===== src/include/gc_cfg.svh =====
//----------------------------------------
// Line timing and controller identity.
// GC_QUARTER_CLKS must be 2 or more.
// GC_IDLE_QUARTERS must stay below 16.
//----------------------------------------
`ifndef GC_CFG_SVH
`define GC_CFG_SVH

// Clock cycles in one quarter of a bit time on the wire
`define GC_QUARTER_CLKS 4

// High quarters after line activity that close a message
`define GC_IDLE_QUARTERS 6

// ID answered to the identify request, as a standard pad reports it
`define GC_CONTROLLER_ID 24'h090020

`endif

===== src/rtl/gc_pkg.sv =====
//----------------------------------------
// Types shared by the controller emulator.
// The pad state goes out MSB first, so the
// field order here is the wire order.
//----------------------------------------
`default_nettype none

package gc_pkg;

	// Pad state as the host supplies it, 64 bits
	typedef struct packed {
		logic [15:0] buttons;
		logic [7:0]  stick_x;
		logic [7:0]  stick_y;
		logic [7:0]  cstick_x;
		logic [7:0]  cstick_y;
		logic [7:0]  trig_l;
		logic [7:0]  trig_r;
	} gc_pad_state_t;

	// Controller ID answered to the identify command
	typedef struct packed {
		logic [15:0] dev_type;
		logic [7:0]  dev_status;
	} gc_id_t;

	// Receiver events, each flag is a single-cycle pulse
	typedef struct packed {
		logic       start;
		logic       stop;
		logic       error;
		logic       strobe;
		logic [7:0] data;
	} gc_rx_event_t;

	// Transmit request, only taken while the transmitter is not busy
	typedef struct packed {
		logic       strobe;
		logic       stopbit;
		logic [7:0] data;
	} gc_tx_req_t;

	// States of the request decoder and response sequencer
	typedef enum logic [3:0] {
		st_idle,
		st_rx_cmd_0,
		st_rx_poll_cmd_1,
		st_rx_poll_cmd_2,
		st_finish_id,
		st_finish_poll,
		st_tx_stopbit,
		st_tx_id,
		st_tx_id_wait,
		st_tx_state,
		st_tx_state_wait
	} gc_state_t;

endpackage

`default_nettype wire


===== src/rtl/gc_emulator_top.sv =====
//----------------------------------------
// Single-port controller emulator.
// The wire is split into a sampled input
// and a drive-low output, resolved outside.
//----------------------------------------
`timescale 1ns/1ps
`default_nettype none

module gc_emulator_top (
	input  logic                  clk,
	input  logic                  reset,
	input  logic                  line_in,
	input  gc_pkg::gc_pad_state_t pad_state,
	output logic                  line_drive_low,
	output logic                  rumble
);
	import gc_pkg::*;

	logic         line_sync;
	logic         tx_low;
	logic         tx_busy;
	gc_rx_event_t rx_ev;
	gc_tx_req_t   tx_req;

	gc_line_io line_io0 (
		.clk            (clk),
		.reset          (reset),
		.line_in        (line_in),
		.tx_low         (tx_low),
		.line_sync      (line_sync),
		.line_drive_low (line_drive_low)
	);

	// The receiver also hears our own replies, the controller ignores those
	gc_serial_rx rx0 (
		.clk       (clk),
		.reset     (reset),
		.line_sync (line_sync),
		.rx_ev     (rx_ev)
	);

	gc_serial_tx tx0 (
		.clk     (clk),
		.reset   (reset),
		.tx_req  (tx_req),
		.tx_busy (tx_busy),
		.tx_low  (tx_low)
	);

	gc_controller ctrl0 (
		.clk       (clk),
		.reset     (reset),
		.rx_ev     (rx_ev),
		.tx_busy   (tx_busy),
		.pad_state (pad_state),
		.tx_req    (tx_req),
		.rumble    (rumble)
	);

endmodule

`default_nettype wire


===== src/rtl/gc_controller.sv =====
//----------------------------------------
// Request decoder and reply sequencer.
// Handles identify, poll and get origins.
// Get origins answers with live pad data.
// Reply echoes on rx are ignored.
//----------------------------------------
`timescale 1ns/1ps
`default_nettype none
`include "gc_cfg.svh"

module gc_controller (
	input  logic                  clk,
	input  logic                  reset,
	input  gc_pkg::gc_rx_event_t  rx_ev,
	input  logic                  tx_busy,
	input  gc_pkg::gc_pad_state_t pad_state,
	output gc_pkg::gc_tx_req_t    tx_req,
	output logic                  rumble
);
	import gc_pkg::*;

	localparam gc_id_t ctrl_id = `GC_CONTROLLER_ID;

	gc_state_t   state;
	logic [7:0]  poll_flags;
	logic [3:0]  byte_cnt;
	logic        tx_strobe;
	logic        tx_stopbit;
	logic [7:0]  tx_data;
	logic [63:0] reply_sh;
	logic        rx_abort;
	logic        rx_any;
	logic        load_id;
	logic        load_pad;
	logic        send_byte;

	// Anything except a stop is fatal once the request bytes are complete
	assign rx_abort = rx_ev.start | rx_ev.error | rx_ev.strobe;

	// While bytes are still expected, only a strobe is welcome
	assign rx_any = rx_ev.start | rx_ev.error | rx_ev.stop;

	assign load_id = state == st_finish_id && rx_ev.stop && !rx_abort;
	assign load_pad = state == st_finish_poll && rx_ev.stop && !rx_abort;
	assign send_byte = (state == st_tx_id || state == st_tx_state) && !tx_busy;

	assign tx_req = '{strobe: tx_strobe, stopbit: tx_stopbit, data: tx_data};

	always_ff @(posedge clk or posedge reset) begin
		if (reset) begin
			state <= st_idle;
			poll_flags <= '0;
			byte_cnt <= '0;
			tx_strobe <= 1'b0;
			tx_stopbit <= 1'b0;
			rumble <= 1'b0;
		end else begin
			case (state)
				st_idle: begin
					// Stray stop or error events from our own reply land here
					tx_strobe <= 1'b0;
					tx_stopbit <= 1'b0;
					byte_cnt <= '0;
					if (rx_ev.start)
						state <= st_rx_cmd_0;
				end

				st_rx_cmd_0: begin
					if (rx_any) begin
						state <= st_idle;
					end else if (rx_ev.strobe) begin
						case (rx_ev.data)
							8'h00: state <= st_finish_id;
							8'h40: state <= st_rx_poll_cmd_1;
							8'h41: begin
								// Get origins always turns the motor off
								poll_flags <= 8'h00;
								state <= st_finish_poll;
							end
							default: state <= st_idle;
						endcase
					end
				end

				st_rx_poll_cmd_1: begin
					if (rx_any)
						state <= st_idle;
					else if (rx_ev.strobe)
						state <= (rx_ev.data == 8'h03) ? st_rx_poll_cmd_2 : st_idle;
				end

				st_rx_poll_cmd_2: begin
					// The third byte is a flag field and is taken as it is
					if (rx_any) begin
						state <= st_idle;
					end else if (rx_ev.strobe) begin
						poll_flags <= rx_ev.data;
						state <= st_finish_poll;
					end
				end

				st_finish_id: begin
					if (rx_abort)
						state <= st_idle;
					else if (rx_ev.stop)
						state <= st_tx_id;
				end

				st_finish_poll: begin
					// Rumble is committed only once the request ended cleanly
					if (rx_abort) begin
						state <= st_idle;
					end else if (rx_ev.stop) begin
						rumble <= poll_flags[0];
						state <= st_tx_state;
					end
				end

				st_tx_stopbit: begin
					if (!tx_busy) begin
						tx_stopbit <= 1'b1;
						tx_strobe <= 1'b1;
						state <= st_idle;
					end
				end

				st_tx_id: begin
					if (!tx_busy) begin
						tx_stopbit <= 1'b0;
						tx_strobe <= 1'b1;
						byte_cnt <= byte_cnt + 4'd1;
						state <= st_tx_id_wait;
					end
				end

				st_tx_id_wait: begin
					// Gives the transmitter one cycle to raise busy
					tx_strobe <= 1'b0;
					state <= (byte_cnt == 4'd3) ? st_tx_stopbit : st_tx_id;
				end

				st_tx_state: begin
					if (!tx_busy) begin
						tx_stopbit <= 1'b0;
						tx_strobe <= 1'b1;
						byte_cnt <= byte_cnt + 4'd1;
						state <= st_tx_state_wait;
					end
				end

				st_tx_state_wait: begin
					tx_strobe <= 1'b0;
					state <= (byte_cnt == 4'd8) ? st_tx_stopbit : st_tx_state;
				end

				default: state <= st_idle;
			endcase
		end
	end

	// One reply register for both answers, the ID sits in the top three bytes
	always_ff @(posedge clk) begin
		if (load_id) begin
			reply_sh <= {ctrl_id, 40'h0};
		end else if (load_pad) begin
			reply_sh <= pad_state;
		end else if (send_byte) begin
			tx_data <= reply_sh[63:56];
			reply_sh <= {reply_sh[55:0], 8'h00};
		end
	end

endmodule

`default_nettype wire


===== src/rtl/gc_serial_tx.sv =====
//----------------------------------------
// Pulse-width bit transmitter, MSB first.
// A byte is busy for 32 quarters and a
// stop bit for 2. Requests while busy are
// dropped.
//----------------------------------------
`timescale 1ns/1ps
`default_nettype none
`include "gc_cfg.svh"

module gc_serial_tx (
	input  logic               clk,
	input  logic               reset,
	input  gc_pkg::gc_tx_req_t tx_req,
	output logic               tx_busy,
	output logic               tx_low
);

	localparam int quarter_clks = `GC_QUARTER_CLKS;
	localparam int pre_w = $clog2(quarter_clks);
	localparam logic [pre_w-1:0] pre_last = pre_w'(quarter_clks - 1);

	logic             accept;
	logic             quarter_end;
	logic             bit_end;
	logic             cur_bit;
	logic [pre_w-1:0] pre;
	logic [1:0]       qidx;
	logic [2:0]       bit_cnt;
	logic             stop_mode;
	logic [7:0]       shreg;

	assign accept = tx_req.strobe && !tx_busy;
	assign quarter_end = tx_busy && pre == pre_last;

	// Data bits are four quarters long, the stop bit only two
	assign bit_end = quarter_end && (stop_mode ? qidx == 2'd1 : qidx == 2'd3);

	// The stop bit is shaped like a 1 bit that is cut short
	assign cur_bit = stop_mode | shreg[7];

	// First quarter always low, the middle two only for a 0, the last always high
	assign tx_low = tx_busy && (qidx == 2'd0 || (!cur_bit && qidx != 2'd3));

	always_ff @(posedge clk or posedge reset) begin
		if (reset) begin
			tx_busy <= 1'b0;
			pre <= '0;
			qidx <= '0;
			bit_cnt <= '0;
			stop_mode <= 1'b0;
		end else if (accept) begin
			tx_busy <= 1'b1;
			pre <= '0;
			qidx <= '0;
			bit_cnt <= '0;
			stop_mode <= tx_req.stopbit;
		end else if (quarter_end) begin
			pre <= '0;
			if (bit_end) begin
				// Busy drops right after the final quarter
				if (stop_mode || bit_cnt == 3'd7) begin
					tx_busy <= 1'b0;
				end else begin
					bit_cnt <= bit_cnt + 3'd1;
					qidx <= '0;
				end
			end else begin
				qidx <= qidx + 2'd1;
			end
		end else if (tx_busy) begin
			pre <= pre + 1'b1;
		end
	end

	// Outgoing byte, bit 7 is the one on the wire
	always_ff @(posedge clk) begin
		if (accept)
			shreg <= tx_req.data;
		else if (bit_end && !stop_mode)
			shreg <= {shreg[6:0], 1'b0};
	end

endmodule

`default_nettype wire


===== src/rtl/gc_serial_rx.sv =====
//----------------------------------------
// Pulse-width bit receiver, MSB first.
// Expects line_sync already synchronized.
// A lone trailing 1 bit is the stop bit.
//----------------------------------------
`timescale 1ns/1ps
`default_nettype none
`include "gc_cfg.svh"

module gc_serial_rx (
	input  logic                 clk,
	input  logic                 reset,
	input  logic                 line_sync,
	output gc_pkg::gc_rx_event_t rx_ev
);

	localparam int quarter_clks = `GC_QUARTER_CLKS;
	localparam int idle_quarters = `GC_IDLE_QUARTERS;
	localparam int pre_w = $clog2(quarter_clks);
	localparam int high_w = $clog2(idle_quarters + 1);
	localparam logic [pre_w-1:0] pre_last = pre_w'(quarter_clks - 1);
	localparam logic [pre_w-1:0] pre_half = pre_w'(quarter_clks / 2);
	localparam logic [high_w-1:0] high_last = high_w'(idle_quarters - 1);
	localparam logic [high_w-1:0] high_sat = high_w'(idle_quarters);

	logic              line_prev;
	logic              fall;
	logic [pre_w-1:0]  fall_pre;
	logic [2:0]        fall_q;
	logic [pre_w-1:0]  high_pre;
	logic [high_w-1:0] high_q;
	logic              active;
	logic              bit_pending;
	logic              last_bit;
	logic [2:0]        bit_cnt;
	logic [6:0]        shreg;
	logic              sample_now;
	logic              low_timeout;
	logic              idle_timeout;

	assign fall = line_prev & ~line_sync;

	// Bits are read two quarters after their falling edge
	assign sample_now = bit_pending && !fall && fall_q == 3'd2 && fall_pre == '0;

	// A 0 bit is three quarters low, so half a quarter more is a fault
	assign low_timeout = active && !fall && !line_sync && fall_q == 3'd3 &&
		fall_pre == pre_half;

	// Fires once as the high counter reaches its saturation value
	assign idle_timeout = active && line_sync && high_q == high_last && high_pre == pre_last;

	always_ff @(posedge clk or posedge reset) begin
		if (reset) begin
			line_prev <= 1'b1;
			fall_pre <= '0;
			fall_q <= 3'd4;
			high_pre <= '0;
			high_q <= '0;
			active <= 1'b0;
			bit_pending <= 1'b0;
			last_bit <= 1'b0;
			bit_cnt <= '0;
			rx_ev <= '0;
		end else begin
			line_prev <= line_sync;
			rx_ev.start <= 1'b0;
			rx_ev.stop <= 1'b0;
			rx_ev.error <= 1'b0;
			rx_ev.strobe <= 1'b0;

			// Quarters since the last falling edge saturate at four
			if (fall) begin
				fall_pre <= '0;
				fall_q <= '0;
			end else if (fall_q != 3'd4) begin
				if (fall_pre == pre_last) begin
					fall_pre <= '0;
					fall_q <= fall_q + 3'd1;
				end else begin
					fall_pre <= fall_pre + 1'b1;
				end
			end

			// Quarters of unbroken high level restart whenever the line is low
			if (!line_sync) begin
				high_pre <= '0;
				high_q <= '0;
			end else if (high_q != high_sat) begin
				if (high_pre == pre_last) begin
					high_pre <= '0;
					high_q <= high_q + 1'b1;
				end else begin
					high_pre <= high_pre + 1'b1;
				end
			end

			// Every falling edge opens a bit and the first one after idle opens a message
			if (fall) begin
				bit_pending <= 1'b1;
				if (!active) begin
					active <= 1'b1;
					bit_cnt <= '0;
					rx_ev.start <= 1'b1;
				end
			end

			if (sample_now) begin
				bit_pending <= 1'b0;
				last_bit <= line_sync;
				bit_cnt <= bit_cnt + 3'd1;
				if (bit_cnt == 3'd7) begin
					rx_ev.strobe <= 1'b1;
					rx_ev.data <= {shreg, line_sync};
				end
			end

			// A message ends on exactly one of stop or error
			if (low_timeout) begin
				active <= 1'b0;
				rx_ev.error <= 1'b1;
			end else if (idle_timeout) begin
				active <= 1'b0;
				if (last_bit && bit_cnt == 3'd1 && !bit_pending)
					rx_ev.stop <= 1'b1;
				else
					rx_ev.error <= 1'b1;
			end
		end
	end

	// Holds the seven bits received before the one being sampled
	always_ff @(posedge clk) begin
		if (sample_now)
			shreg <= {shreg[5:0], line_sync};
	end

endmodule

`default_nettype wire


===== src/rtl/gc_line_io.sv =====
//----------------------------------------
// Pin side of the open-drain data line.
// The sampled level lags by two cycles and
// the drive by one.
//----------------------------------------
`timescale 1ns/1ps
`default_nettype none

module gc_line_io (
	input  logic clk,
	input  logic reset,
	input  logic line_in,
	input  logic tx_low,
	output logic line_sync,
	output logic line_drive_low
);

	// First synchronizer stage, may go metastable
	logic line_meta;

	// Both stages come out of reset as a released, high line
	always_ff @(posedge clk or posedge reset) begin
		if (reset) begin
			line_meta <= 1'b1;
			line_sync <= 1'b1;
		end else begin
			line_meta <= line_in;
			line_sync <= line_meta;
		end
	end

	// The pin driver is a flop so that decode glitches never reach the wire
	always_ff @(posedge clk or posedge reset) begin
		if (reset) begin
			line_drive_low <= 1'b0;
		end else begin
			line_drive_low <= tx_low;
		end
	end

endmodule

`default_nettype wire


===== config.mk =====
export PLATFORM = sky130hd
export DESIGN_NAME = gc_emulator_top
export DESIGN_NICKNAME = d
export VERILOG_FILES = /design/src/rtl/gc_pkg.sv /design/src/rtl/gc_emulator_top.sv /design/src/rtl/gc_controller.sv /design/src/rtl/gc_serial_tx.sv /design/src/rtl/gc_serial_rx.sv /design/src/rtl/gc_line_io.sv
export VERILOG_INCLUDE_DIRS = /design/src /design/src/include
export SDC_FILE = /design/constraint.sdc
export NUM_CORES = 1
export LEC_CHECK = 0
export ABC_AREA = 0
export BUFFER_PORTS_ARGS = -buffer_cell sky130_fd_sc_hd__buf_4
export CAP_MARGIN = 20
export CORE_MARGIN = 5
export CORE_UTILIZATION = 53
export CTS_CLUSTER_SIZE = 28
export DETAILED_ROUTE_END_ITERATION = 6
export GPL_TIMING_DRIVEN = 0
export PLACE_DENSITY = 0.81
export RECOVER_POWER = 100
export SYNTH_ARGS = -nofsm -noshare
export SYNTH_HDL_FRONTEND = slang
export SYNTH_SLANG_ARGS = --single-unit

===== constraint.sdc =====
create_clock -name clk -period 2.3 [get_ports clk]
set_clock_uncertainty 0.2 [all_clocks]
set_input_delay 0.46 -clock clk [delete_from_list [all_inputs] [get_ports clk]]
set_output_delay 0.46 -clock clk [all_outputs]
set_load 0.01 [all_outputs]

==> Word-level counts from Yosys, hierarchy flattened <==
Index checks and enable logic that the tools add are counted.
{ "word_totals": {"ff_bits": 140, "input_bits": 67, "wordCells": 248} }
{ "op_classes": {"add_sub_neg": 9, "n_eq_ne": 51, "mux": 79, "bitwise": 9, "n_reduce_logical": 68} }
{ "op_table": {"columns": ["cell", "n"], "rows": [
  ["64-bit two-way mux", 2],
  ["4-bit two-way mux", 16],
  ["4-bit one-hot mux with 11 select lines", 1],
  ["3-bit two-way mux", 13],
  ["2-bit two-way mux", 15],
  ["2-bit != test (second input constant)", 12],
  ["1-bit logical AND", 23],
  ["1-bit two-way mux", 23],
  ["2-bit nonzero test", 11],
  ["9-bit two-way mux", 2],
  ["3-bit by 2-bit != test with 1-bit output (second input constant)", 6],
  ["4-bit by 3-bit equality test with 1-bit output (second input constant)", 4],
  ["4-bit equality test (second input constant)", 4],
  ["8-bit by 7-bit equality test with 1-bit output (second input constant)", 2],
  ["8-bit two-way mux", 2],
  ["3-bit AND reduction", 5],
  ["2-bit AND reduction", 7],
  ["3-bit by 1-bit adder with 3-bit output (second input constant)", 4],
  ["4-bit by 2-bit equality test with 1-bit output (second input constant)", 3],
  ["2-bit equality test (second input constant)", 5],
  ["3-bit equality test (second input constant)", 3],
  ["3-bit one-hot mux with 3 select lines", 1],
  ["9-bit AND reduction", 1],
  ["3-bit nonzero test", 3],
  ["other kinds (23)", 48]
]} }

==> Longest topological paths before layout <==
Gate-level depths: netlist of the first run.
{ "logic_depth": {"depth_word": 8, "mapped_depth": 8, "ltp_nobuf": 7} }

==> Modules after synthesis <==
From an unflattened synthesis of the first run, not the netlist that was laid out.
{ "unflattened": {"cells_unflattened": 626, "area_unflattened_um2": 6145.9} }
{ "by_module_without_submodules": {"columns": ["module", "n_inst", "cells_each", "area_each_um2", "seq_area_each_um2"], "rows": [
  ["gc_controller", 1, 408, 3582.2, 1821.7],
  ["gc_serial_rx", 1, 128, 1627.8, 938.4],
  ["gc_serial_tx", 1, 86, 854.6, 465.4],
  ["gc_line_io", 1, 4, 81.3, 77.6]
]} }

==> Least setup slack after synthesis of the first run <==
OpenSTA, ideal clock, no wires.
{ "synth_path": {"path_kind": "reg2reg", "from": "reg line_io0.line_sync", "to": "reg, netlist name rx0.rx_ev[0]", "setup_time_ns": 0.125, "arrival_time_ns": 1.838, "required_time_ns": 1.975, "setup_slack_ns": 0.138, "path_stages_with_launch": 6, "path_buffers": 1, "path_cell_list": "dfstp_2 nor2b_1 clkbuf_1 nor2_2 nand2_1 mux2_2"} }
{ "synth_between": {"elab_chain_cells": 7} }
{ "synth_rtl": {"columns": ["item", "line_no", "source"], "rows": [
  ["start, declared", "gc_line_io.sv:14", "output logic line_sync,"],
  ["start signal, assigned", "gc_line_io.sv:28", "line_sync <= line_meta;"],
  ["1-bit inverter", "gc_serial_rx.sv:41", "assign fall = line_prev & ~line_sync;"],
  ["1-bit AND", "gc_serial_rx.sv:41", null],
  ["1-bit zero test", "gc_serial_rx.sv:44", "assign sample_now = bit_pending && !fall && fall_q == 3'd2 && fall_pre == '0;"],
  ["1-bit logical AND (3 in series)", "gc_serial_rx.sv:44", null],
  ["net rx0.sample_now", "gc_serial_rx.sv:37", "logic sample_now;"],
  ["2-bit AND reduction (no source line)", null, null]
]} }
The timed path passes the listed nets, and every way through them passes these cells.
A chain may end at the register's enable or synchronous reset.

==> Worst setup path after layout of the first run <==
{ "layout_path": {"from": "reg ctrl0.state[3]", "to": "reg ctrl0.reply_sh[49]"} }
{ "layout_between": {"elab_chain_cells": 4, "word_cells_on_any_way": 12, "classes_between": "eq/ne (4); mux (1); reduce/logical (7)"} }
{ "layout_rtl": {"columns": ["item", "line_no", "source"], "rows": [
  ["start, declared", "gc_controller.sv:24", "gc_state_t state;"],
  ["start signal, assigned", "gc_controller.sv:51", "state <= st_idle;"],
  ["start signal, assigned", "gc_controller.sv:65", "state <= st_rx_cmd_0;"],
  ["start signal, assigned", "gc_controller.sv:70", "state <= st_idle;"],
  ["4-bit by 3-bit equality test with 1-bit output, or another cell as far along", "gc_controller.sv:44", "assign load_pad = state == st_finish_poll && rx_ev.stop && !rx_abort;"],
  ["1-bit logical AND or 1-bit logical OR (tied branches)", "gc_controller.sv:44, gc_controller.sv:45", null],
  ["1-bit logical AND, on equally long branches", "gc_controller.sv:44, gc_controller.sv:45", null],
  ["64-bit two-way mux or 2-bit nonzero test (tied branches)", null, null],
  ["end signal, assigned", "gc_controller.sv:164", "reply_sh <= {ctrl_id, 40'h0};"],
  ["end signal, assigned", "gc_controller.sv:166", "reply_sh <= pad_state;"],
  ["end signal, assigned", "gc_controller.sv:169", "reply_sh <= {reply_sh[55:0], 8'h00};"],
  ["end, declared", "gc_controller.sv:30", "logic [63:0] reply_sh;"]
]} }
Several ways; a longest one is shown, not always the timed one.

==> impl_metrics.yaml, run 1 <==
run_status:
  outcome: "finished clean"
detailed_routing:
  avgRoutedWirePerCell_um: 16.8
  num_vias: 4952
  drt_pass_1_iters: 5
  drt_drc_violations_left: 0
  drtAntennaViolNets: 0
  detail_route.vias_per_cell: 5.73
  totalWireLength_um: 14500
  initialDrtViolationCount: 346
die:
  fp.dieH_um: 120
  die_x_um: 120
  design.die.area_um2: 14400
  design.portCount: 69
  floorplan.core_area_um2: 12000
  initial_core_util_pct: 53.7
  rows: 40
setup_path:
  r2r_start: "ctrl0.state[3]"
  reg2reg_to: "ctrl0.reply_sh[49]"
  critical_path.endpoint_type: "flip-flop"
  r2r.worst_path.cells: 6
  critPathRequiredTime_ns: 2.47
  worstSetupStartpointType: "flip-flop"
  critical_path_peak_fanout: 10
  worst_ep_arrival_time_ns: 2.38
  path_class: "flip-flop to flip-flop"
  reg2reg_setup_slack_ns: 0.09
synthesis:
  netlist_top_cells_count: "sky130_fd_sc_hd__nand2_1, sky130_fd_sc_hd__dfxtp_1, sky130_fd_sc_hd__dfrtp_1"
  ys_seq_area_share_pct: 51.4
  yosysTopAreaCell: "sky130_fd_sc_hd__dfxtp_1"
  postSynthNetCount: 701
  yosys_register_bits: 140
  synthArstFlopShare_pct: 37.9
  synth_largest_type_area_fraction_pct: 19.9
  ys.warnings.count: 0
  syn-cell-area_um2: 6420
  synth.distinct_cells: 58
  synth_area_leaders: "sky130_fd_sc_hd__dfxtp_1, sky130_fd_sc_hd__dfrtp_1, sky130_fd_sc_hd__edfxtp_1, sky130_fd_sc_hd__nand2_1, sky130_fd_sc_hd__a22oi_2"
  synth_edf_count: 23
  synth_ff_type: "sky130_fd_sc_hd__dfxtp_1"
  synth_cells: 613
  avgSynthCellArea_um2: 10.5
  most_common_cell_in_the_netlist: "sky130_fd_sc_hd__nand2_1"
placed_design:
  dpl.hpwl_um: 10100
  place.gp.congestion: 0.863
  numPortBuffers: 68
worst_hold_path:
  hold_depth: 3
  min_to: "ctrl0.reply_sh[33]"
  min_path_type: "input port to flip-flop"
  worst_hold_startpoint: "pad_state[33]"
timing:
  setup-violations-final: 0
  max_clock_freq_ghz: 0.452
  timing_max_transition_violations_final: 0
  final.min_clock_period_ns: 2.21
  slew_headroom_pct: 49.7
  final_worst_path_cycle_share_pct: 96.3
  hold-worst-slack_ns: 0.0603
  slew_at_the_pin_with_the_worst_max_slew_slack_ns: 0.748
  finalHoldViolations: 0
  grt_setup_unrepaired: "no"
  setup_tns_ns: 0
pwr:
  power_after_layout_mw: 8.26
  leakage_nw: 3.43
  irDropWorstVdd_mv: 0.610
  powerDensity_nw_per_um2: 1060
grt:
  grt_util_all_layers_pct: 21.4
  grt_antenna_before_repair: 0
  grt_max_degree: 45
  grt_pass1_vias: 5131
  global_route.overflow_total: 0
  grt_first_pass_wirelength_um: 24600
clock_tree:
  clock-sinks: 140
  clkSlewWorstSetupHoldPaths_ns: 0.06
  clock_insertion_delay_worst_skew_ns: 0.42
  cts-root-to-sink-buffers: 2
  tritoncts: "done"
  root_buffer: "sky130_fd_sc_hd__clkbuf_16"
  cts.htree.levels: 4
  cts_made_buffers: 17
job:
  drv_cap: 0
final_layout:
  layout-drive-gt1-share_pct: 29.8
  finish.net_count: 792
  layout_area_overhead_pct: 20.8
  antenna_cells: 0
==> cells by family (layout without fill, tap and decap cells) <==
logic type	count (synthesis)	count (layout)	share of synthesized area [%]
buffers and inverters	55	159	4.97
AND/OR/NAND/NOR	228	228	16.5
flip-flops	140	140	51.4
AO/OA/AOI/OAI	145	145	19.1
XOR/XNOR	5	5	0.682
multiplexers	19	19	3.19
adder cells (fa/ha/maj)	21	21	4.09
==> state kept, by name (all words and copies together), names as in the netlist, 4 cells and up <==
register	cells
tx0.shreg	8
ctrl0.reply_sh	64
rx0.shreg	7
ctrl0.tx_data	8
ctrl0.byte_cnt	4
ctrl0.state	4
rx0.rx_ev	12
==> cells in the final DEF (no fill, tap or decap), drive strengths merged, types with 3 or more instances in the layout <==
cell / count
nand2: 124
buf: 84
dfxtp: 64
a21oi: 59
a22oi: 52
dfrtp: 49
clkbuf: 39
nand3: 27
nor2: 26
edfxtp: 23
inv: 22
ha: 21
o21ai: 14
mux2: 12
nor3: 8
clkinv: 8
mux2i: 7
nor2b: 6
nand4: 6
nor4: 4
or3: 4
dfstp: 4
nand3b: 3
nand2b: 3
nor3b: 3
xor2: 3
a221oi: 3
bufinv: 3
and2: 3
==> final cells by class <==
class | count | area [um2]
fill | 898 | 4200
sequential | 140 | 3300
multi-input combinational | 418 | 2820
timing repair buffer | 72 | 536
clock buffer | 20 | 437
buffer | 33 | 251
tap | 147 | 184
clock inverter | 12 | 148
inverter | 22 | 85.1
==> worst max path at each step <==
stage	from	endpoint	slack, ns	cells after the start
6_report	ctrl0.state[3]	ctrl0.reply_sh[49]	0.09	6
5_1_grt	ctrl0.state[3]	ctrl0.reply_sh[10]	0.003	5
4_1_cts	ctrl0.state[1]	ctrl0.byte_cnt[1]	0.03	7
3_5_place_dp	line_io0.line_sync	rx0.rx_ev[3]	-0.28	5
3_3_place_gp	reset	tx0.bit_cnt[0]	-0.24	2
2_1_floorplan	line_io0.line_sync	rx0.rx_ev[0]	0.14	5
==> report_power, final <==
group,switching (mW),leakage (nW),internal [mW]
Combinational,0.928,1.73,0.876
Clock,1.01,0.285,1.69
Sequential,0.499,1.42,3.25
==> per-layer routing <==
layer / global-route usage (%) / wire length [um] / part of all wire (%) / vias up
met4: 8.02 / 318 / 2.2 / 0
met2: 35.3 / 7200 / 50 / 157
met3: 5.37 / 837 / 5.8 / 30
met5: 0 / 0 / 0 / -
li1: - / - / - / 2372
met1: 27.2 / 6140 / 42 / 2393
==> through the flow <==
step           worst slack, ns  cells  cell area [um2]  util [%]
3_3_place_gp            -0.240    828             7120      59.5
5_1_grt                0.00325    864             7760      64.9
4_1_cts                 0.0322    864             7760      64.9
6_report                0.0860    864             7760      64.9
2_1_floorplan            0.138    613             6420         -
3_5_place_dp            -0.280    829             7140      59.7
==> repair_timing <==
item                                    CTS  global route
pin swaps                                 1             0
buffers inserted                          1             0
endpoints found under the setup margin   20            56
gates resized for setup                   3             9
endpoints found under the hold margin     7             0
hold buffers                              2             0
==> worst max-delay path, cell delays in order (launching register included) <==
cell and delay (ns):
sky130_fd_sc_hd__dfrtp_1 0.42, sky130_fd_sc_hd__or4b_4 0.59, sky130_fd_sc_hd__and4bb_4 0.41, sky130_fd_sc_hd__buf_12 0.16, sky130_fd_sc_hd__buf_4 0.20, sky130_fd_sc_hd__a22oi_1 0.09
sky130_fd_sc_hd__nand2_1 0.08
No activity file was read; power rests on OpenSTA's default activity.
==> run 2, diff against run 1 <==
--- a/config.mk
+++ b/config.mk
@@ -6,7 +6,7 @@
 export SDC_FILE = /design/constraint.sdc
 export NUM_CORES = 1
 export LEC_CHECK = 0
-export ABC_AREA = 0
+export ABC_AREA = 1
 export BUFFER_PORTS_ARGS = -buffer_cell sky130_fd_sc_hd__buf_4
 export CAP_MARGIN = 20
 export CORE_MARGIN = 5
==> run 2 against run 1 <==
  * Fmax is 3.5% higher
  * Synthesized area is 2.2% higher
  * Clock power is 4% higher
  * Worst setup slack better by 0.075 ns
  * Non-clock buffer count is 4 higher
  * Die area is 2.0% higher
  * First-iteration DRC count is 51% higher
  * Sequential power is 2% higher
  * Critical endpoint is now ctrl0.tx_data[5]
  * Wire length is 4.1% higher
  * Critical path depth stayed put
  * Sequential share of layout area is 0.79 points lower
==> impl_metrics.yaml, run 2 <==
die:
  initial_core_util_pct: 54.4
  fp.dieH_um: 121
  rows: 40
  design.portCount: 69
  floorplan.core_area_um2: 12100
  die_x_um: 121
  design.die.area_um2: 14700
final_layout:
  antenna_cells: 0
  multi_input_area_um2: 2640
  final_cells: 1097
  largest_registers: "ctrl0.reply_sh x64, rx0.rx_ev x12"
  finalCoreUtilization_pct: 65.6
  largest_register_ff_count: 64
  layout_area_overhead_pct: 20.5
  seqCellArea_um2: 3300
  finish.net_count: 1004
  fillerInstances: 963
  layout-drive-gt1-share_pct: 16.3
  layout_common_cells: "sky130_fd_sc_hd__nand2_1, sky130_fd_sc_hd__nand3_1, sky130_fd_sc_hd__inv_1"
  mostFrequentLayoutCell: "sky130_fd_sc_hd__nand2_1"
  max_flop_register: "ctrl0.reply_sh"
synthesis:
  netlist_top_cells_count: "sky130_fd_sc_hd__nand2_1, sky130_fd_sc_hd__nand3_1, sky130_fd_sc_hd__inv_1"
  syn-cell-area_um2: 6560
  synth.distinct_cells: 33
  postSynthNetCount: 913
  most_common_cell_in_the_netlist: "sky130_fd_sc_hd__nand2_1"
  avgSynthCellArea_um2: 7.96
  ys_seq_area_share_pct: 50.3
  synthArstFlopShare_pct: 37.9
  ys.warnings.count: 0
  synth_ff_type: "sky130_fd_sc_hd__dfxtp_1"
  synth_largest_type_area_fraction_pct: 19.5
  synth_edf_count: 23
  synth_area_leaders: "sky130_fd_sc_hd__dfxtp_1, sky130_fd_sc_hd__dfrtp_1, sky130_fd_sc_hd__nand2_1, sky130_fd_sc_hd__edfxtp_1, sky130_fd_sc_hd__nand3_1"
  yosys_register_bits: 140
  yosysTopAreaCell: "sky130_fd_sc_hd__dfxtp_1"
  synth_cells: 825
grt:
  global_route.overflow_total: 0
  grt_max_degree: 35
  grt_antenna_before_repair: 0
  grt_util_all_layers_pct: 21.6
  grt_first_pass_wirelength_um: 25400
  grt_pass1_vias: 5551
timing:
  slew_headroom_pct: 47.1
  setup-violations-final: 0
  finalHoldViolations: 0
  max_clock_freq_ghz: 0.467
  slew_at_the_pin_with_the_worst_max_slew_slack_ns: 0.792
  final_worst_path_cycle_share_pct: 93.0
  timing_max_transition_violations_final: 0
  setup_tns_ns: 0
  grt_setup_unrepaired: "no"
  final.min_clock_period_ns: 2.14
placed_design:
  numPortBuffers: 68
  dpl.hpwl_um: 10600
  placedCellCount: 1062
  place.gp.congestion: 0.893
detailed_routing:
  avgRoutedWirePerCell_um: 13.8
  initialDrtViolationCount: 524
  drt_pass_1_iters: 5
  drt_drc_violations_left: 0
  totalWireLength_um: 15100
  detail_route.vias_per_cell: 5.25
  drtAntennaViolNets: 0
  num_vias: 5754
setup_path:
  critPathRequiredTime_ns: 2.18
  worst_ep_arrival_time_ns: 2.01
  r2r.worst_path.cells: 6
  critical_path_peak_fanout: 17
  reg2reg_setup_slack_ns: 0.16
  reg2reg_to: "ctrl0.tx_data[5]"
  critical_path.endpoint_type: "flip-flop"
  r2r_start: "ctrl0.state[2]"
  path_class: "flip-flop to flip-flop"
  worstSetupStartpointType: "flip-flop"
worst_hold_path:
  min_path_type: "input port to flip-flop"
  min_to: "ctrl0.reply_sh[45]"
  worst_hold_startpoint: "pad_state[45]"
  hold_depth: 3
clock_tree:
  tritoncts: "done"
  cts-root-to-sink-buffers: 2
  cts_setup_buffers: 0
  clkSlewWorstSetupHoldPaths_ns: 0.06
  clock-sinks: 140
  root_buffer: "sky130_fd_sc_hd__clkbuf_16"
  cts_made_buffers: 17
  clock_insertion_delay_worst_skew_ns: 0.42
  cts.htree.levels: 4
pwr:
  irDropWorstVdd_mv: 0.744
  powerDensity_nw_per_um2: 1120
  leakage_nw: 3.90
job:
  drv_cap: 0
run_status:
  outcome: "finished clean"
-- run 2: cell count changes in the layout (fill, tap and decap cells not counted), sizes merged, moves of 21 or more --
cell,before,now
nand2,124,219
nor2,26,51
nand3,27,118
a22oi,52,0
o21ai,14,60
a21oi,59,38
inv,22,106
-- run 2: routing by layer --
layer	vias up	global-route usage, %	routed length (um)
li1	2877	-	-
met1	2638	28.0	6540
met2	202	34.5	7130
met3	37	5.22	958
met4	0	9.24	461
met5	-	0	0
-- run 2: critical path: stages (launching register included) --
cell and delay [ns]:
sky130_fd_sc_hd__dfrtp_1 0.45, sky130_fd_sc_hd__nor2_1 0.23, sky130_fd_sc_hd__nand2_2 0.09, sky130_fd_sc_hd__nand2_1 0.26
sky130_fd_sc_hd__nand2_4 0.12, sky130_fd_sc_hd__inv_2 0.09, sky130_fd_sc_hd__clkbuf_2 0.36
-- run 2: final cells by class --
class	count	share of cell area, %
Timing Repair Buffer	72	6.77
Sequential cell	140	41.8
Tap cell	168	2.66
Inverter	103	4.98
Multi-Input combinational cell	545	33.4
Clock inverter	8	1.28
Buffer	37	2.61
Clock buffer	24	6.49
-- run 2: what timing repair did --
action                                  4_1_cts  5_1_grt
resized for setup                             0        1
hold buffers                                  2        0
endpoints found under the setup margin        0       27
hold endpoints to repair                     17        0
-- run 2: how the worst max path moves through the flow --
| stage | start | endpoint | slack (ns) | cells past startpoint |
|---|---|---|---|---|
| detailed placement | tx0.tx_busy | tx0.shreg[3] | 0.06 | 5 |
| global placement | reset | line_io0.line_drive_low | -0.34 | 2 |
| global route | reset | tx0.stop_mode | 0.02 | 4 |
| floorplan | reset | ctrl0.byte_cnt[0] | 0.36 | 1 |
| finish | ctrl0.state[2] | ctrl0.tx_data[5] | 0.16 | 6 |
| CTS | tx0.tx_busy | tx0.shreg[7] | 0.06 | 5 |
-- run 2: kinds of logic after synthesis --
kind of cell | share of synthesized area [%]
multiplexers | 0.172
buffers and inverters | 9.21
adder cells (fa/ha/maj) | 4.00
AND/OR/NAND/NOR | 26.4
AO/OA/AOI/OAI | 9.72
XOR/XNOR | 0.133
flip-flops | 50.3
-- run 2: power breakdown --
part | switching [mW] | total [mW] | internal, mW
sequential | 0.467 | 3.81 | 3.35
clock | 1.01 | 2.80 | 1.78
combinational | 1.38 | 2.26 | 0.886
-- run 2: per-stage QoR --
| step | power [mW] | setup slack, ns | hold WS [ns] | cell area [um2] |
|---|---|---|---|---|
| after floorplan | 5.44 | 0.360 | 0.145 | 6560 |
| after global placement | 5.97 | -0.345 | 0.146 | 7280 |
| after detailed placement | 6.08 | 0.0633 | 0.149 | 7300 |
| after CTS | 8.92 | 0.0557 | 0.0531 | 7940 |
| after global routing | 9.49 | 0.0250 | 0.0746 | 7910 |
| final | 8.87 | 0.161 | 0.0675 | 7910 |
==> run 3, diff against run 2 <==
--- a/config.mk
+++ b/config.mk
@@ -10,11 +10,11 @@
 export BUFFER_PORTS_ARGS = -buffer_cell sky130_fd_sc_hd__buf_4
 export CAP_MARGIN = 20
 export CORE_MARGIN = 5
-export CORE_UTILIZATION = 53
+export CORE_UTILIZATION = 59
 export CTS_CLUSTER_SIZE = 28
 export DETAILED_ROUTE_END_ITERATION = 6
 export GPL_TIMING_DRIVEN = 0
-export PLACE_DENSITY = 0.81
+export PLACE_DENSITY = 0.85
 export RECOVER_POWER = 100
 export SYNTH_ARGS = -nofsm -noshare
 export SYNTH_HDL_FRONTEND = slang
==> constraint.sdc (replaced) <==
create_clock -name clk -period 2 [get_ports clk]
set_clock_uncertainty 0.2 [all_clocks]
set_input_delay 0.4 -clock clk [delete_from_list [all_inputs] [get_ports clk]]
set_output_delay 0.4 -clock clk [all_outputs]
set_load 0.01 [all_outputs]
==> run 3 against run 2 <==
  * Core utilization rose by 12 points
  * Power rose by 17%
  * Sequential power rose by 16%
==> impl_metrics.yaml, run 3 (synthesis gave the netlist of run 2 again) <==
final_layout:
  finish.net_count: 1053
  antenna_cells: 0
  mostFrequentLayoutCell: "sky130_fd_sc_hd__nand2_1"
  final_cells: 1118
  layout-drive-gt1-share_pct: 18.0
  largest_register_ff_count: 64
  max_flop_register: "ctrl0.reply_sh"
  largest_registers: "ctrl0.reply_sh x64, rx0.rx_ev x12"
  layout_common_cells: "sky130_fd_sc_hd__nand2_1, sky130_fd_sc_hd__nand3_1, sky130_fd_sc_hd__inv_1"
  layout_area_overhead_pct: 28.3
timing:
  hold-worst-slack_ns: 0.0245
  slew_headroom_pct: 58.2
  setup-violations-final: 0
  slew_at_the_pin_with_the_worst_max_slew_slack_ns: 0.626
  timing_max_transition_violations_final: 0
  final.min_clock_period_ns: 1.91
  setup_tns_ns: 0
  finalHoldViolations: 0
  finalWorstSetupSlack_ns: 0.0943
  max_clock_freq_ghz: 0.525
  final_worst_path_cycle_share_pct: 95.3
detailed_routing:
  avgRoutedWirePerCell_um: 15.7
  initialDrtViolationCount: 597
  drt_drc_violations_left: 0
  drt_pass_1_iters: 6
  detail_route.vias_per_cell: 5.58
  drtAntennaViolNets: 0
  totalWireLength_um: 17500
  num_vias: 6234
die:
  die_x_um: 115
  design.die.area_um2: 13300
  floorplan.core_area_um2: 10900
  initial_core_util_pct: 60.3
  rows: 38
  design.portCount: 69
  fp.dieH_um: 115
clock_tree:
  root_buffer: "sky130_fd_sc_hd__clkbuf_8"
  tritoncts: "done"
  cts.htree.levels: 4
  cts-root-to-sink-buffers: 2
  clock_insertion_delay_worst_skew_ns: 0.53
  clock-sinks: 140
  cts_made_buffers: 17
  clkSlewWorstSetupHoldPaths_ns: 0.06
setup_path:
  critical_path.n_buffers_inverters: 3
  critical-path-max-stage-delay_ns: 0.42
  path_class: "flip-flop to flip-flop"
  worstPathCellList: "inv_2 -> nand2_2 -> nor2_4 -> nand2_2 -> buf_4 -> buf_2 -> nand3_1 -> a31oi_1"
  worst_path_dominant_cell_family: "buffers and inverters"
  critPathRequiredTime_ns: 2.21
  worst_ep_arrival_time_ns: 2.12
  critPathMostFrequentCell: "sky130_fd_sc_hd__nand2_2"
  worstSetupStartpointType: "flip-flop"
  critical_path.endpoint_type: "flip-flop"
  crit_path_top_delay_cell: "sky130_fd_sc_hd__dfrtp_1"
  critical_path_peak_fanout: 10
pwr:
  powerDensity_nw_per_um2: 1230
  leakage_nw: 4.12
  power_after_layout_mw: 10.3
  irDropWorstVdd_mv: 0.799
placed_design:
  dpl.hpwl_um: 10700
  numPortBuffers: 68
  place_ws_ns: -0.237
  placedCellCount: 1034
  place.gp.congestion: 0.881
worst_hold_path:
  min_path_type: "input port to flip-flop"
run_status:
  outcome: "finished clean"
grt:
  global_route.overflow_total: 0
  grt_first_pass_wirelength_um: 29000
  grt_pass1_vias: 6190
  grt_max_degree: 40
  grt_util_all_layers_pct: 27.9
  grt_antenna_before_repair: 0
job:
  drv_cap: 0
[run 3: cell count changes in the layout (fill, tap and decap cells not counted), sizes merged]
cell	previous run	this run
dlygate4sd3	2	46
inv	106	104
bufinv	2	1
clkinvlp	0	1
buf	83	98
clkbuf	48	37
clkinv	3	6
[run 3: repair_timing]
item	CTS	global route
endpoints found under the setup margin	63	87
pin swaps	0	1
resized for setup	6	30
hold endpoints to repair	97	0
buffers inserted	1	5
hold buffers	46	0
[run 3: final timing paths]
path	startpoint	end	slack (ns)	depth (start not counted)
min reg2reg	line_io0.line_meta	line_io0.line_sync	0.16	0
max	ctrl0.state[3]	ctrl0.reply_sh[34]	0.09	8
max reg2reg	ctrl0.state[3]	ctrl0.reply_sh[34]	0.09	8
min in group asynchronous	reset	rx0.high_q[0]	0.32	3
min	pad_state[25]	ctrl0.reply_sh[25]	0.02	3
max in group asynchronous	reset	line_io0.line_sync	0.61	4
[run 3: through the flow]
stage	util, %	area, um2
6_report	77.3	8420
5_1_grt	77.3	8420
4_1_cts	76.5	8330
3_5_place_dp	66.8	7270
3_3_place_gp	66.6	7250
2_1_floorplan	-	6560
[run 3: metal layers]
metal  GRT usage (%)  up-vias  share of wire [%]
met5               0        -                  0
met2            47.0      303                 49
met1            33.6     2895                 39
met4            14.4        0                3.9
li1                -     2970                  -
met3            6.32       66                8.1
[run 3: worst min-delay path, stage by stage]
cell and delay [ns]:
sky130_fd_sc_hd__buf_4 0.11, sky130_fd_sc_hd__nand3_1 0.09, sky130_fd_sc_hd__a31oi_1 0.09
[run 3: final cells by class]
class	instances	area, um2
sequential	140	3310
timing repair buffer	121	1040
tap	140	175
inverter	103	402
clock inverter	9	78.8
buffer	37	241
clock buffer	23	499
multi-input combinational	545	2680
fill	663	2470
[run 3: power by group]
group / switching, mW / leakage (nW) / internal [mW]
sequential: 0.560 / 1.42 / 3.85
clock: 1.21 / 0.289 / 1.86
combinational: 1.72 / 2.41 / 1.14
total: 3.49 / 4.12 / 6.85
